[config.mk]
export PLATFORM = sky130hd
export DESIGN_NAME = cpu_top
export DESIGN_NICKNAME = d
export VERILOG_FILES = /design/src/verilog/cpu_pkg.sv /design/src/verilog/alu.sv /design/src/verilog/cpu_top.sv /design/src/verilog/datapath.sv /design/src/verilog/instr_decoder.sv /design/src/verilog/sequencer.sv
export VERILOG_INCLUDE_DIRS = /design/src /design/src/include
export SDC_FILE = /design/constraint.sdc
export NUM_CORES = 1
export LEC_CHECK = 0
export BUFFER_PORTS_ARGS = -buffer_cell sky130_fd_sc_hd__buf_2
export CORE_MARGIN = 2
export CORE_UTILIZATION = 55
export CTS_CLUSTER_SIZE = 16
export DETAILED_ROUTE_END_ITERATION = 8
export PLACE_DENSITY = 0.73
export SYNTH_ARGS = -nofsm -noshare
export SYNTH_HDL_FRONTEND = slang
export SYNTH_SLANG_ARGS = --single-unit
[constraint.sdc]
create_clock -name sys -period 9.2 [get_ports sys]
set_input_delay 0 -clock sys [delete_from_list [all_inputs] [get_ports sys]]
set_output_delay 0 -clock sys [all_outputs]
set_load 0.005 [all_outputs]
[src/include/cpu_params.svh]
`ifndef CPU_PARAMS_SVH
`define CPU_PARAMS_SVH

// Bit positions in the status register P
`define STATUS_C 0
`define STATUS_Z 1
`define STATUS_I 2
`define STATUS_D 3
`define STATUS_B 4
`define STATUS_R 5
`define STATUS_V 6
`define STATUS_N 7

// Address of the low byte of the reset vector
`define RESET_VECTOR 16'hFFFC

// Stack pointer after reset
`define SP_RESET 8'hFF

`endif

[src/verilog/cpu_pkg.sv]
package cpu_pkg;

	typedef enum logic [5:0] {
		ADC, SBC, AND, ORA, EOR,
		LDA, LDX, LDY,
		STA, STX, STY,
		ASL, LSR, ROL, ROR,
		INX, INY, DEX, DEY,
		SEC, SED, SEI, CLC, CLD, CLI, CLV,
		TAX, TAY, TSX, TXA, TXS, TYA,
		JMP,
		NOP
	} opcode_e;

	typedef enum logic [1:0] {
		Imp, Imm, Abs, Rlt
	} addr_mode_e;

	typedef enum logic [3:0] {
		ALU_TXA, ALU_TXB,
		ALU_ADD, ALU_SUB, ALU_INC, ALU_DEC,
		ALU_AND, ALU_ORA, ALU_EOR,
		ALU_ASL, ALU_LSR, ALU_ROL, ALU_ROR
	} alu_func_e;

	typedef enum logic [2:0] {
		JumpL, JumpH, Fetch, Decode, ReadH, Absolute
	} seq_state_e;

	// One-hot source of ALU operand A
	typedef struct packed {
		logic bus;
		logic acc;
		logic x;
		logic y;
		logic p;
		logic sp;
		logic dll;
		logic dlh;
		logic pcl;
		logic pch;
	} alu_bus_a_t;

	typedef struct packed {
		logic bus;
	} alu_bus_b_t;

	// Destinations of the ALU result
	typedef struct packed {
		logic bus;
		logic acc;
		logic x;
		logic y;
		logic sp;
		logic dll;
		logic dlh;
		logic pcl;
		logic pch;
	} alu_bus_o_t;

	typedef struct packed {
		logic cout;
		logic sign;
		logic zero;
		logic ovf;
	} alu_flags_t;

endpackage

[src/verilog/alu.sv]
`timescale 1ns/100ps

module alu import cpu_pkg::*; (
	input  logic [7:0] a_i,
	input  logic [7:0] b_i,
	input  alu_func_e  func_i,
	input  logic       cin_i,
	output logic [7:0] y_o,
	output alu_flags_t flags_o
);

	logic [7:0] b_eff;
	logic [8:0] sum;
	logic       cout;
	logic       ovf;

	// Subtraction adds the inverted operand, so C acts as not-borrow
	assign b_eff = (func_i == ALU_SUB) ? ~b_i : b_i;
	assign sum = {1'b0, a_i} + {1'b0, b_eff} + {8'h00, cin_i};

	always_comb begin
		cout = cin_i;
		ovf = 1'b0;
		case (func_i)
		ALU_TXA: y_o = a_i;
		ALU_TXB: y_o = b_i;
		ALU_ADD, ALU_SUB: begin
			y_o = sum[7:0];
			cout = sum[8];
			ovf = (a_i[7] == b_eff[7]) && (sum[7] != a_i[7]);
		end
		ALU_INC: y_o = a_i + 8'd1;
		ALU_DEC: y_o = a_i - 8'd1;
		ALU_AND: y_o = a_i & b_i;
		ALU_ORA: y_o = a_i | b_i;
		ALU_EOR: y_o = a_i ^ b_i;
		ALU_ASL: begin
			y_o = {a_i[6:0], 1'b0};
			cout = a_i[7];
		end
		ALU_LSR: begin
			y_o = {1'b0, a_i[7:1]};
			cout = a_i[0];
		end
		ALU_ROL: begin
			y_o = {a_i[6:0], cin_i};
			cout = a_i[7];
		end
		ALU_ROR: begin
			y_o = {cin_i, a_i[7:1]};
			cout = a_i[0];
		end
		default: y_o = a_i;
		endcase

		flags_o.cout = cout;
		flags_o.sign = y_o[7];
		flags_o.zero = (y_o == 8'h00);
		flags_o.ovf = ovf;
	end

endmodule

[src/verilog/cpu_top.sv]
`timescale 1ns/100ps

module cpu_top import cpu_pkg::*; (
	input  logic        sys,
	input  logic        rst_n_i,
	output logic [15:0] mem_addr_o,
	input  logic [7:0]  mem_rdata_i,
	output logic [7:0]  mem_wdata_o,
	output logic        mem_we_o,
	output logic        sync_o
);

	logic [7:0] ir;
	opcode_e    opcode;
	addr_mode_e mode;
	logic       bus_we, pc_addr_oe, pc_inc, pc_load, dl_addr_oe, ins_we;
	alu_bus_a_t abus_a;
	alu_bus_b_t abus_b;
	alu_bus_o_t abus_o;
	alu_func_e  alu_func;
	logic [7:0] p_mask, p_set, p_clr;

	instr_decoder decoder_i (
		.ir_i     (ir),
		.opcode_o (opcode),
		.mode_o   (mode)
	);

	sequencer sequencer_i (
		.sys          (sys),
		.rst_n_i      (rst_n_i),
		.opcode_i     (opcode),
		.mode_i       (mode),
		.bus_we_o     (bus_we),
		.sync_o       (sync_o),
		.pc_addr_oe_o (pc_addr_oe),
		.pc_inc_o     (pc_inc),
		.pc_load_o    (pc_load),
		.dl_addr_oe_o (dl_addr_oe),
		.ins_we_o     (ins_we),
		.abus_a_o     (abus_a),
		.abus_b_o     (abus_b),
		.abus_o_o     (abus_o),
		.alu_func_o   (alu_func),
		.p_mask_o     (p_mask),
		.p_set_o      (p_set),
		.p_clr_o      (p_clr)
	);

	datapath datapath_i (
		.sys          (sys),
		.rst_n_i      (rst_n_i),
		.bus_we_i     (bus_we),
		.pc_addr_oe_i (pc_addr_oe),
		.pc_inc_i     (pc_inc),
		.pc_load_i    (pc_load),
		.dl_addr_oe_i (dl_addr_oe),
		.ins_we_i     (ins_we),
		.abus_a_i     (abus_a),
		.abus_b_i     (abus_b),
		.abus_o_i     (abus_o),
		.alu_func_i   (alu_func),
		.p_mask_i     (p_mask),
		.p_set_i      (p_set),
		.p_clr_i      (p_clr),
		.mem_rdata_i  (mem_rdata_i),
		.mem_addr_o   (mem_addr_o),
		.mem_wdata_o  (mem_wdata_o),
		.ir_o         (ir),
		.p_o          ()
	);

	assign mem_we_o = bus_we;

endmodule

[src/verilog/datapath.sv]
`timescale 1ns/100ps
`include "cpu_params.svh"

module datapath import cpu_pkg::*; (
	input  logic        sys,
	input  logic        rst_n_i,
	input  logic        bus_we_i,
	input  logic        pc_addr_oe_i,
	input  logic        pc_inc_i,
	input  logic        pc_load_i,
	input  logic        dl_addr_oe_i,
	input  logic        ins_we_i,
	input  alu_bus_a_t  abus_a_i,
	input  alu_bus_b_t  abus_b_i,
	input  alu_bus_o_t  abus_o_i,
	input  alu_func_e   alu_func_i,
	input  logic [7:0]  p_mask_i,
	input  logic [7:0]  p_set_i,
	input  logic [7:0]  p_clr_i,
	input  logic [7:0]  mem_rdata_i,
	output logic [15:0] mem_addr_o,
	output logic [7:0]  mem_wdata_o,
	output logic [7:0]  ir_o,
	output logic [7:0]  p_o
);

	logic [7:0]  acc_q, x_q, y_q, sp_q, p_q, ir_q;
	logic [7:0]  dll_q, dlh_q;
	logic [15:0] pc_q;
	logic [7:0]  a_op, b_op, alu_y;
	logic [7:0]  flag_vec, p_d;
	alu_flags_t  alu_flags;

	assign a_op = ({8{abus_a_i.bus}} & mem_rdata_i) |
		({8{abus_a_i.acc}} & acc_q) |
		({8{abus_a_i.x}} & x_q) |
		({8{abus_a_i.y}} & y_q) |
		({8{abus_a_i.p}} & p_q) |
		({8{abus_a_i.sp}} & sp_q) |
		({8{abus_a_i.dll}} & dll_q) |
		({8{abus_a_i.dlh}} & dlh_q) |
		({8{abus_a_i.pcl}} & pc_q[7:0]) |
		({8{abus_a_i.pch}} & pc_q[15:8]);
	assign b_op = abus_b_i.bus ? mem_rdata_i : 8'h00;

	alu alu_i (
		.a_i     (a_op),
		.b_i     (b_op),
		.func_i  (alu_func_i),
		.cin_i   (p_q[`STATUS_C]),
		.y_o     (alu_y),
		.flags_o (alu_flags)
	);

	always_comb begin
		flag_vec = 8'h00;
		flag_vec[`STATUS_C] = alu_flags.cout;
		flag_vec[`STATUS_Z] = alu_flags.zero;
		flag_vec[`STATUS_V] = alu_flags.ovf;
		flag_vec[`STATUS_N] = alu_flags.sign;
		p_d = (p_q & ~p_mask_i) | (flag_vec & p_mask_i);
		p_d = (p_d | p_set_i) & ~p_clr_i;
		p_d[`STATUS_R] = 1'b1;
		p_d[`STATUS_B] = 1'b0;
	end

	always_ff @(posedge sys or negedge rst_n_i) begin
		if (!rst_n_i) begin
			acc_q <= 8'h00;
			x_q <= 8'h00;
			y_q <= 8'h00;
			sp_q <= `SP_RESET;
			pc_q <= `RESET_VECTOR;
			ir_q <= 8'hEA;
			p_q <= 8'h00;
			p_q[`STATUS_I] <= 1'b1;
			p_q[`STATUS_R] <= 1'b1;
		end else begin
			if (abus_o_i.acc) acc_q <= alu_y;
			if (abus_o_i.x) x_q <= alu_y;
			if (abus_o_i.y) y_q <= alu_y;
			if (abus_o_i.sp) sp_q <= alu_y;
			if (ins_we_i) ir_q <= mem_rdata_i;
			p_q <= p_d;
			// Jump target is the high byte on the bus and the latched low byte
			if (pc_load_i) begin
				pc_q <= {alu_y, dll_q};
			end else if (abus_o_i.pcl || abus_o_i.pch) begin
				if (abus_o_i.pcl) pc_q[7:0] <= alu_y;
				if (abus_o_i.pch) pc_q[15:8] <= alu_y;
			end else if (pc_inc_i && pc_addr_oe_i) begin
				pc_q <= pc_q + 16'd1;
			end
		end
	end

	always_ff @(posedge sys) begin
		if (abus_o_i.dll) dll_q <= alu_y;
		if (abus_o_i.dlh) dlh_q <= alu_y;
	end

	assign mem_addr_o = dl_addr_oe_i ? {dlh_q, dll_q} : pc_q;
	assign mem_wdata_o = (bus_we_i && abus_o_i.bus) ? alu_y : 8'h00;
	assign ir_o = ir_q;
	assign p_o = p_q;

endmodule

[src/verilog/instr_decoder.sv]
`timescale 1ns/100ps

module instr_decoder import cpu_pkg::*; (
	input  logic [7:0] ir_i,
	output opcode_e    opcode_o,
	output addr_mode_e mode_o
);

	always_comb begin
		case (ir_i)
		8'h69, 8'h6D: opcode_o = ADC;
		8'hE9, 8'hED: opcode_o = SBC;
		8'h29, 8'h2D: opcode_o = AND;
		8'h09, 8'h0D: opcode_o = ORA;
		8'h49, 8'h4D: opcode_o = EOR;
		8'hA9, 8'hAD: opcode_o = LDA;
		8'hA2, 8'hAE: opcode_o = LDX;
		8'hA0, 8'hAC: opcode_o = LDY;
		8'h8D: opcode_o = STA;
		8'h8E: opcode_o = STX;
		8'h8C: opcode_o = STY;
		// Accumulator shifts
		8'h0A: opcode_o = ASL;
		8'h4A: opcode_o = LSR;
		8'h2A: opcode_o = ROL;
		8'h6A: opcode_o = ROR;
		8'hE8: opcode_o = INX;
		8'hC8: opcode_o = INY;
		8'hCA: opcode_o = DEX;
		8'h88: opcode_o = DEY;
		8'h38: opcode_o = SEC;
		8'hF8: opcode_o = SED;
		8'h78: opcode_o = SEI;
		8'h18: opcode_o = CLC;
		8'hD8: opcode_o = CLD;
		8'h58: opcode_o = CLI;
		8'hB8: opcode_o = CLV;
		8'hAA: opcode_o = TAX;
		8'hA8: opcode_o = TAY;
		8'hBA: opcode_o = TSX;
		8'h8A: opcode_o = TXA;
		8'h9A: opcode_o = TXS;
		8'h98: opcode_o = TYA;
		8'h4C: opcode_o = JMP;
		default: opcode_o = NOP;
		endcase
	end

	always_comb begin
		case (ir_i)
		8'h69, 8'hE9, 8'h29, 8'h09, 8'h49, 8'hA9, 8'hA2, 8'hA0:
			mode_o = Imm;
		8'h6D, 8'hED, 8'h2D, 8'h0D, 8'h4D, 8'hAD, 8'hAE, 8'hAC,
		8'h8D, 8'h8E, 8'h8C, 8'h4C:
			mode_o = Abs;
		default:
			mode_o = Imp;
		endcase
	end

endmodule

[src/verilog/sequencer.sv]
`timescale 1ns/100ps
`include "cpu_params.svh"

module sequencer import cpu_pkg::*; (
	input  logic       sys,
	input  logic       rst_n_i,
	input  opcode_e    opcode_i,
	input  addr_mode_e mode_i,
	// Memory and program counter
	output logic       bus_we_o,
	output logic       sync_o,
	output logic       pc_addr_oe_o,
	output logic       pc_inc_o,
	output logic       pc_load_o,
	output logic       dl_addr_oe_o,
	output logic       ins_we_o,
	// ALU routing
	output alu_bus_a_t abus_a_o,
	output alu_bus_b_t abus_b_o,
	output alu_bus_o_t abus_o_o,
	output alu_func_e  alu_func_o,
	// Status register
	output logic [7:0] p_mask_o,
	output logic [7:0] p_set_o,
	output logic [7:0] p_clr_o
);

	seq_state_e state_q;
	seq_state_e state_d;
	logic       execute;

	always_ff @(posedge sys or negedge rst_n_i) begin
		if (!rst_n_i) begin
			state_q <= JumpL;
		end else begin
			state_q <= state_d;
		end
	end

	assign sync_o = (state_q == Fetch);

	always_comb begin
		bus_we_o = 1'b0;
		pc_addr_oe_o = 1'b0;
		pc_inc_o = 1'b0;
		pc_load_o = 1'b0;
		dl_addr_oe_o = 1'b0;
		ins_we_o = 1'b0;
		abus_a_o = '0;
		abus_a_o.bus = 1'b1;
		abus_b_o.bus = 1'b1;
		abus_o_o = '0;
		alu_func_o = ALU_TXB;
		p_mask_o = 8'h00;
		p_set_o = 8'h00;
		p_clr_o = 8'h00;
		execute = 1'b0;
		state_d = state_q;

		case (state_q)
		JumpL: begin
			pc_addr_oe_o = 1'b1;
			pc_inc_o = 1'b1;
			abus_o_o.dll = 1'b1;
			state_d = JumpH;
		end
		JumpH: begin
			pc_addr_oe_o = 1'b1;
			pc_load_o = 1'b1;
			abus_o_o.dlh = 1'b1;
			state_d = Fetch;
		end
		Fetch: begin
			pc_addr_oe_o = 1'b1;
			pc_inc_o = 1'b1;
			ins_we_o = 1'b1;
			state_d = Decode;
		end
		Decode: begin
			pc_addr_oe_o = 1'b1;
			pc_inc_o = 1'b1;
			case (mode_i)
			Imm: begin
				execute = 1'b1;
				state_d = Fetch;
			end
			Abs: begin
				abus_o_o.dll = 1'b1;
				state_d = ReadH;
			end
			// Branches are not decoded, so Rlt runs as one byte
			Imp, Rlt: begin
				pc_inc_o = 1'b0;
				execute = 1'b1;
				state_d = Fetch;
			end
			default: state_d = Fetch;
			endcase
		end
		ReadH: begin
			pc_addr_oe_o = 1'b1;
			abus_o_o.dlh = 1'b1;
			if (opcode_i == JMP) begin
				pc_load_o = 1'b1;
				state_d = Fetch;
			end else begin
				pc_inc_o = 1'b1;
				state_d = Absolute;
			end
		end
		Absolute: begin
			dl_addr_oe_o = 1'b1;
			execute = 1'b1;
			state_d = Fetch;
		end
		default: state_d = JumpL;
		endcase

		if (execute) begin
			// Operand A is memory data unless overridden
			case (opcode_i)
			ADC, SBC, AND, ORA, EOR, ASL, LSR, ROL, ROR, STA, TAX, TAY: begin
				abus_a_o.bus = 1'b0;
				abus_a_o.acc = 1'b1;
			end
			INX, DEX, STX, TXA, TXS: begin
				abus_a_o.bus = 1'b0;
				abus_a_o.x = 1'b1;
			end
			INY, DEY, STY, TYA: begin
				abus_a_o.bus = 1'b0;
				abus_a_o.y = 1'b1;
			end
			TSX: begin
				abus_a_o.bus = 1'b0;
				abus_a_o.sp = 1'b1;
			end
			default: ;
			endcase

			case (opcode_i)
			ADC: alu_func_o = ALU_ADD;
			SBC: alu_func_o = ALU_SUB;
			AND: alu_func_o = ALU_AND;
			ORA: alu_func_o = ALU_ORA;
			EOR: alu_func_o = ALU_EOR;
			ASL: alu_func_o = ALU_ASL;
			LSR: alu_func_o = ALU_LSR;
			ROL: alu_func_o = ALU_ROL;
			ROR: alu_func_o = ALU_ROR;
			INX, INY: alu_func_o = ALU_INC;
			DEX, DEY: alu_func_o = ALU_DEC;
			STA, STX, STY, TAX, TAY, TSX, TXA, TXS, TYA: alu_func_o = ALU_TXA;
			default: alu_func_o = ALU_TXB;
			endcase

			// Result destination
			case (opcode_i)
			ADC, SBC, AND, ORA, EOR, ASL, LSR, ROL, ROR, LDA, TXA, TYA:
				abus_o_o.acc = 1'b1;
			INX, DEX, LDX, TAX, TSX:
				abus_o_o.x = 1'b1;
			INY, DEY, LDY, TAY:
				abus_o_o.y = 1'b1;
			TXS:
				abus_o_o.sp = 1'b1;
			STA, STX, STY: begin
				abus_o_o.bus = 1'b1;
				bus_we_o = 1'b1;
			end
			default: ;
			endcase

			case (opcode_i)
			ADC, SBC: begin
				p_mask_o[`STATUS_C] = 1'b1;
				p_mask_o[`STATUS_V] = 1'b1;
			end
			ASL, LSR, ROL, ROR: p_mask_o[`STATUS_C] = 1'b1;
			SEC: p_set_o[`STATUS_C] = 1'b1;
			SED: p_set_o[`STATUS_D] = 1'b1;
			SEI: p_set_o[`STATUS_I] = 1'b1;
			CLC: p_clr_o[`STATUS_C] = 1'b1;
			CLD: p_clr_o[`STATUS_D] = 1'b1;
			CLI: p_clr_o[`STATUS_I] = 1'b1;
			CLV: p_clr_o[`STATUS_V] = 1'b1;
			default: ;
			endcase

			// N and Z follow every write to A, X or Y
			if (abus_o_o.acc || abus_o_o.x || abus_o_o.y) begin
				p_mask_o[`STATUS_N] = 1'b1;
				p_mask_o[`STATUS_Z] = 1'b1;
			end
		end

		// No register loads while reset is held
		if (!rst_n_i) begin
			pc_inc_o = 1'b0;
			abus_o_o = '0;
		end
	end

endmodule
* Word-level counts from Yosys, hierarchy flattened
Memories as Yosys holds them, arrays and structs flattened. Cells that the tools add are included.
Operators by class: $add $sub $neg 5, equal/unequal tests 97, multiplexer cells 67, bitwise operators 20, reduce and logical (&&, ||, !) cells 42
Operator list (count):
- 6-bit case mux with 33 select lines | 1
- 8-bit equality test, second input constant | 24
- 6-bit by 5-bit equality test with 1-bit output, second input constant | 16
- 8-bit case mux with 11 select lines | 1
- 8-bit AND | 9
- 8-bit by 7-bit equality test with 1-bit output, second input constant | 9
- 16-bit 2-to-1 mux | 4
- 6-bit by 4-bit equality test with 1-bit output, second input constant | 8
- 8-bit bitwise OR | 6
- 1-bit 2-to-1 mux | 39
- 12-bit OR reduction | 3
- 8-bit by 6-bit equality test with 1-bit output, second input constant | 4
- 8-bit 2-to-1 mux | 4
- 2-bit OR reduction | 16
- 6-bit by 3-bit equality test with 1-bit output, second input constant | 4
- 8-bit by 4-bit equality test with 1-bit output, second input constant | 3
- 22-bit OR reduction | 1
- 4-bit equality test, second input constant | 5
- 16-bit by 1-bit adder with 16-bit output, second input constant | 1
- 4-bit by 3-bit equality test with 1-bit output, second input constant | 4
- 8-bit inverter | 2
- 3-bit case mux with 5 select lines | 1
- 5-bit OR reduction | 3
- 6-bit by 2-bit equality test with 1-bit output, second input constant | 2
- other kinds (41) | 61
Storage, ports and cells: flip-flop bits (word level) 81, ROM bits 128, logic and storage cells 243, memories kept 1
Memories:
- (no name shown) | words 32, width 4, read ports 1, clocked after Yosys merged registers in 0, wr ports 0, line sequencer.sv:141 | case (opcode_i)

* Depth between registers and ports, before layout
word-level depth 22, mapped depth 35, mapped depth without buffers 33

* Cells and area by module
Synthesis repeated with hierarchy kept, for this count alone.
Unflattened totals: cells, all modules 924, area, all modules 8040.2 sq um
Modules (own cells, without submodules):
- datapath | times used 1, cells each 358, area an instance 4107.7 sq um
- alu | times used 1, cells each 268, area an instance 1989.4 sq um
- sequencer | times used 1, cells each 169, area an instance 1107.3 sq um
- instr_decoder | times used 1, cells each 129, area an instance 835.8 sq um

* Least setup slack after synthesis
Ideal clock, no wire load.
kind register -> register, start register datapath_i.ir_q[5], in the netlist datapath_i.ir_o[5], end register datapath_i.acc_q[6], library setup time 125 ps, arrival time 6000 ps, data required time 9075 ps, slack 3075 ps, cell stages (with the launch flop) 34, period minus slack after synthesis 6125 ps, cell sequence dfstp_2 -> buf_2 -> buf_6 -> buf_2 -> a21oi_1 -> nor2_1 -> a41oi_1 -> o32ai_1 -> nand2b_1 -> ha_1 -> or3b_1 -> a21oi_1 -> nand2_1 -> a2111oi_4 -> a21boi_1 -> a311oi_1 -> a211oi_1 -> and3_1 -> o21ai_4 -> xor2_1 -> ha_1 -> a21oi_1 -> fa_1 -> nor2b_1 -> o21ai_0 -> nand2b_1 -> a21o_1 -> a21o_1 -> xnor2_1 -> o221ai_1 -> a21oi_1 -> o21ai_0 -> o32a_1 -> mux2_2
On the way: longest elaborated chain between the ends 16
RTL lines:
- from (decl) | line datapath.sv:27 | logic [7:0] acc_q, x_q, y_q, sp_q, p_q, ir_q;
- from (signal assigned) | line datapath.sv:83 | if (ins_we_i) ir_q <= mem_rdata_i;
- branches (longest 15 deep; another with 6-bit case mux with 33 select lines)
- 8-bit case mux with 11 select lines * | line alu.sv:24 | case (func_i)
- net datapath_i.alu_i.y_o[6] | line alu.sv:8 | output logic [7:0] y_o,
- to (signal assigned) | line datapath.sv:79 | if (abus_o_i.acc) acc_q <= alu_y;
- to (decl) | line datapath.sv:27
Mark *: on every way through the listed nets, which the timed path passes. The select of a mux whose other input is x is not followed. A chain may end at the register's enable or synchronous reset.

* Final worst setup path
start register datapath_i.ir_q[7], in the netlist datapath_i.ir_o[7], end output port mem_wdata_o[6]
On the way: longest elaborated chain between the ends 17
RTL lines:
- branches (longest 15 deep; another with 6-bit case mux with 33 select lines)
- 8-bit case mux with 11 select lines * | line alu.sv:24
- net datapath_i.alu_i.y_o[6] | line alu.sv:8
- 8-bit 2-to-1 mux * | line datapath.sv:103 | assign mem_wdata_o = (bus_we_i && abus_o_i.bus) ? alu_y : 8'h00;
- to (decl) | line cpu_top.sv:8 | output logic [7:0] mem_wdata_o,
Mark *: on every way through the listed nets, which the timed path passes.

==> results.sh <==
export IMPL_vias_per_cell=6.87
export IMPL_postCtsHoldBufs=7
export IMPL_final_area_sq_mm=0.00734
export IMPL_async_reset_ff_share_pct=78.9
export IMPL_ys_flop_type="dfrtp_1"
export IMPL_layout_commonest_cell="nand2_1"
export IMPL_syn_inst=745
export IMPL_ys_seq_elements=76
export IMPL_vias=6310
export IMPL_yosysWarnings=0
export IMPL_rows=40
export IMPL_crit_path_start_kind="flop"
export IMPL_rsz0062_at_grt="false"
export IMPL_maxCapViolations=0
export IMPL_fin_nets=811
export IMPL_cts_setup_buffers=0
export IMPL_route_detailed_drc=0
export IMPL_overflow=0
export IMPL_num_io_pins=36
export IMPL_syn2layout_area_growth_pct=8.51
export IMPL_clock_latency_ps=330
export IMPL_path_max_fanout=22
export IMPL_vdd_drop_max_v=0.000179
export IMPL_core_area_sq_mm=0.0120
export IMPL_grt_first_pass_wirelength_mm=33.0
export IMPL_crit_required_ps=9200
export IMPL_worstMarginPinSlew_ps=1250
export IMPL_final_cell_mix="nand2_1, nor2_1, mux2_2"
export IMPL_crit_top_cell="a21oi_1"
export IMPL_finalCritPeriodShare_pct=85.1
export IMPL_synth_area_sq_mm=0.00676
export IMPL_clock_sinks=76
export IMPL_cpPeakStageDelay_ps=780
export IMPL_drv_slew=0
export IMPL_num_antenna_cells=0
export IMPL_clockBufferDepth=2
export IMPL_htreeDepth=3
export IMPL_drtPass1Iterations=5
export IMPL_p_leak_uw=0.00297
export IMPL_fp_dieArea_sq_mm=0.0132
export IMPL_synth_edf_count=16
export IMPL_synth_area_per_cell_sq_um=9.08
export IMPL_crit_path_end_kind="primary output"
export IMPL_port_buffers=35
export IMPL_arrival_ps=7830
export IMPL_relSlewSlack_pct=16.3
export IMPL_die_h_um=115
export IMPL_drt_wl_total_mm=20.6
export IMPL_crit_type="reg2out"
export IMPL_status="finished clean"
export IMPL_cts_buffers=9
export IMPL_synth_seq_area_share_pct=29.8
export IMPL_min_period_ps=7830
export IMPL_antenna_found_initial=0
export IMPL_first_iter_violations=736
export IMPL_antenna_left=0
export IMPL_setup_tns_ps=0
export IMPL_hold_path_class="in2reg"
export IMPL_cts_repair_resized=0
export IMPL_cpMaxStageDelayCell="dfstp_2"
export IMPL_post_dp_hpwl_mm=15.3
export IMPL_wl_per_cell_um=22.4
export IMPL_root_buffer="clkbuf_16"
export IMPL_setup_viol_count_final=0
export IMPL_start_util_pct=56.3
export IMPL_fmax_mhz=128
export IMPL_place_area_sq_mm=0.00697
export IMPL_grtUsageTotal_pct=32.1
export IMPL_grt_pass1_vias=6024
export IMPL_hold_violations=0
export IMPL_cts_tree="yes"
export IMPL_synth_cell_types=100
export IMPL_drive_above_1_share_pct=22.2
export IMPL_powerDensity_mw_per_mm2=357
export IMPL_clkTransAtPathRegs_ps=60
export IMPL_grt_max_degree=47
export IMPL_syn_nets=789
export IMPL_skew_ps=6.53
export IMPL_gp_congestion=0.992
export IMPL_fp_dieW_um=115
-- final timing paths --
path | startpoint | end | slack [ps] | cells past startpoint
max in group asynchronous | rst_n_i | datapath_i.ir_o[2] | 8060 | 3
min in group asynchronous | rst_n_i | datapath_i.pc_q[1] | 160 | 2
min reg2reg | datapath_i.x_q[6] | datapath_i.x_q[6] | 490 | 2
max reg2reg | datapath_i.ir_o[7] | datapath_i.y_q[6] | 1570 | 32
min | mem_rdata_i[4] | datapath_i.ir_o[4] | 10 | 3
max | datapath_i.ir_o[7] | mem_wdata_o[6] | 1370 | 33
-- where the power goes --
| group | switching (uW) | leakage, uW | total (uW) | internal [uW] |
|---|---|---|---|---|
| logic | 963 | 0.00198 | 1570 | 605 |
| registers | 194 | 0.000848 | 706 | 512 |
| clock network | 142 | 0.000144 | 350 | 208 |
-- routing by layer --
layer	routed length, um	global-route usage [%]	up-vias
li1	-	-	2844
met1	8650	43.2	3067
met2	9880	52.1	340
met3	1380	5.17	59
met4	681	12.0	0
met5	0	0	-
-- critical path: cells and delay by family (launching register included) --
family / cells / cell delay (ps)
AOI/OAI and AO/OA: 17 / 3310
and+or+nand+nor: 9 / 2050
adders and majority gates: 3 / 810
DFF: 1 / 780
xor gates and xnor gates: 2 / 310
buffers and inverters: 2 / 250
-- cells by family (layout without fill, tap and decap cells) --
kind of cell | Yosys count | count (layout) | share of synthesized area (%)
and+or+nand+nor | 279 | 279 | 22.1
AOI/OAI and AO/OA | 207 | 207 | 24.4
DFF | 76 | 76 | 29.8
buffers and inverters | 64 | 91 | 4.50
muxes | 47 | 47 | 7.75
xor gates and xnor gates | 38 | 38 | 4.92
adders and majority gates | 34 | 34 | 6.51
-- Yosys cell counts, drive strengths merged (6+ instances only) --
library cell  instances  area share [%]
and2                  8            0.74
a21oi                40             3.1
inv                  28             1.6
ha                   32             5.9
o22ai                 6            0.56
o21ai                45             3.7
xnor2                27             3.5
a21o                 10             1.1
a22oi                 8            0.89
nand3                27             2.4
a211oi                6            0.74
dfrtp                33              12
nand2                81             4.5
edfxtp               16             7.1
o211ai               10             1.1
a31oi                 6            0.65
mux2                 43             7.2
nor2b                17             1.6
dfstp                27              10
a221oi                6             1.1
nor3                 17             1.3
buf                  22             2.2
nand4                18             1.8
nor2                 49             2.7
xor2                 11             1.4
nand2b               15             1.4
clkbuf               14            0.78
o31ai                10             1.3
and3                 11             1.0
-- sequential cells by signal, summed over array words and instances, names as in the netlist --
| register | count |
|---|---|
| datapath_i.pc_q | 16 |
| datapath_i.dlh_q | 8 |
| datapath_i.dll_q | 8 |
| datapath_i.x_q | 8 |
| datapath_i.ir_o | 8 |
| datapath_i.p_o | 1 |
| datapath_i.acc_q | 8 |
| datapath_i.y_q | 8 |
| sequencer_i.state_q | 3 |
| datapath_i.sp_q | 8 |
-- per-stage QoR --
stage | setup WS, ps | power, uW | cells | hold slack, ps | utilization, %
after global routing | 793 | 2800 | 919 | 19.5 | 61.1
after CTS | 1460 | 2590 | 919 | 11.4 | 61.1
after global placement | 2050 | 2180 | 896 | -31.2 | 58.0
after floorplan | 3080 | 1840 | 745 | -296 | -
final | 1370 | 2620 | 919 | 14.6 | 61.1
after detailed placement | 1730 | 2230 | 896 | -20.0 | 58.0
-- area by class of cell --
type / count / area (sq um)
Multi-Input combinational cell: 605 / 4450
Clock inverter: 4 / 30.0
Tap cell: 147 / 184
Clock buffer: 12 / 268
Fill cell: 1022 / 4670
Timing Repair Buffer: 47 / 283
Inverter: 28 / 105
Sequential cell: 76 / 2020
Power figures use the tool's default switching activity.
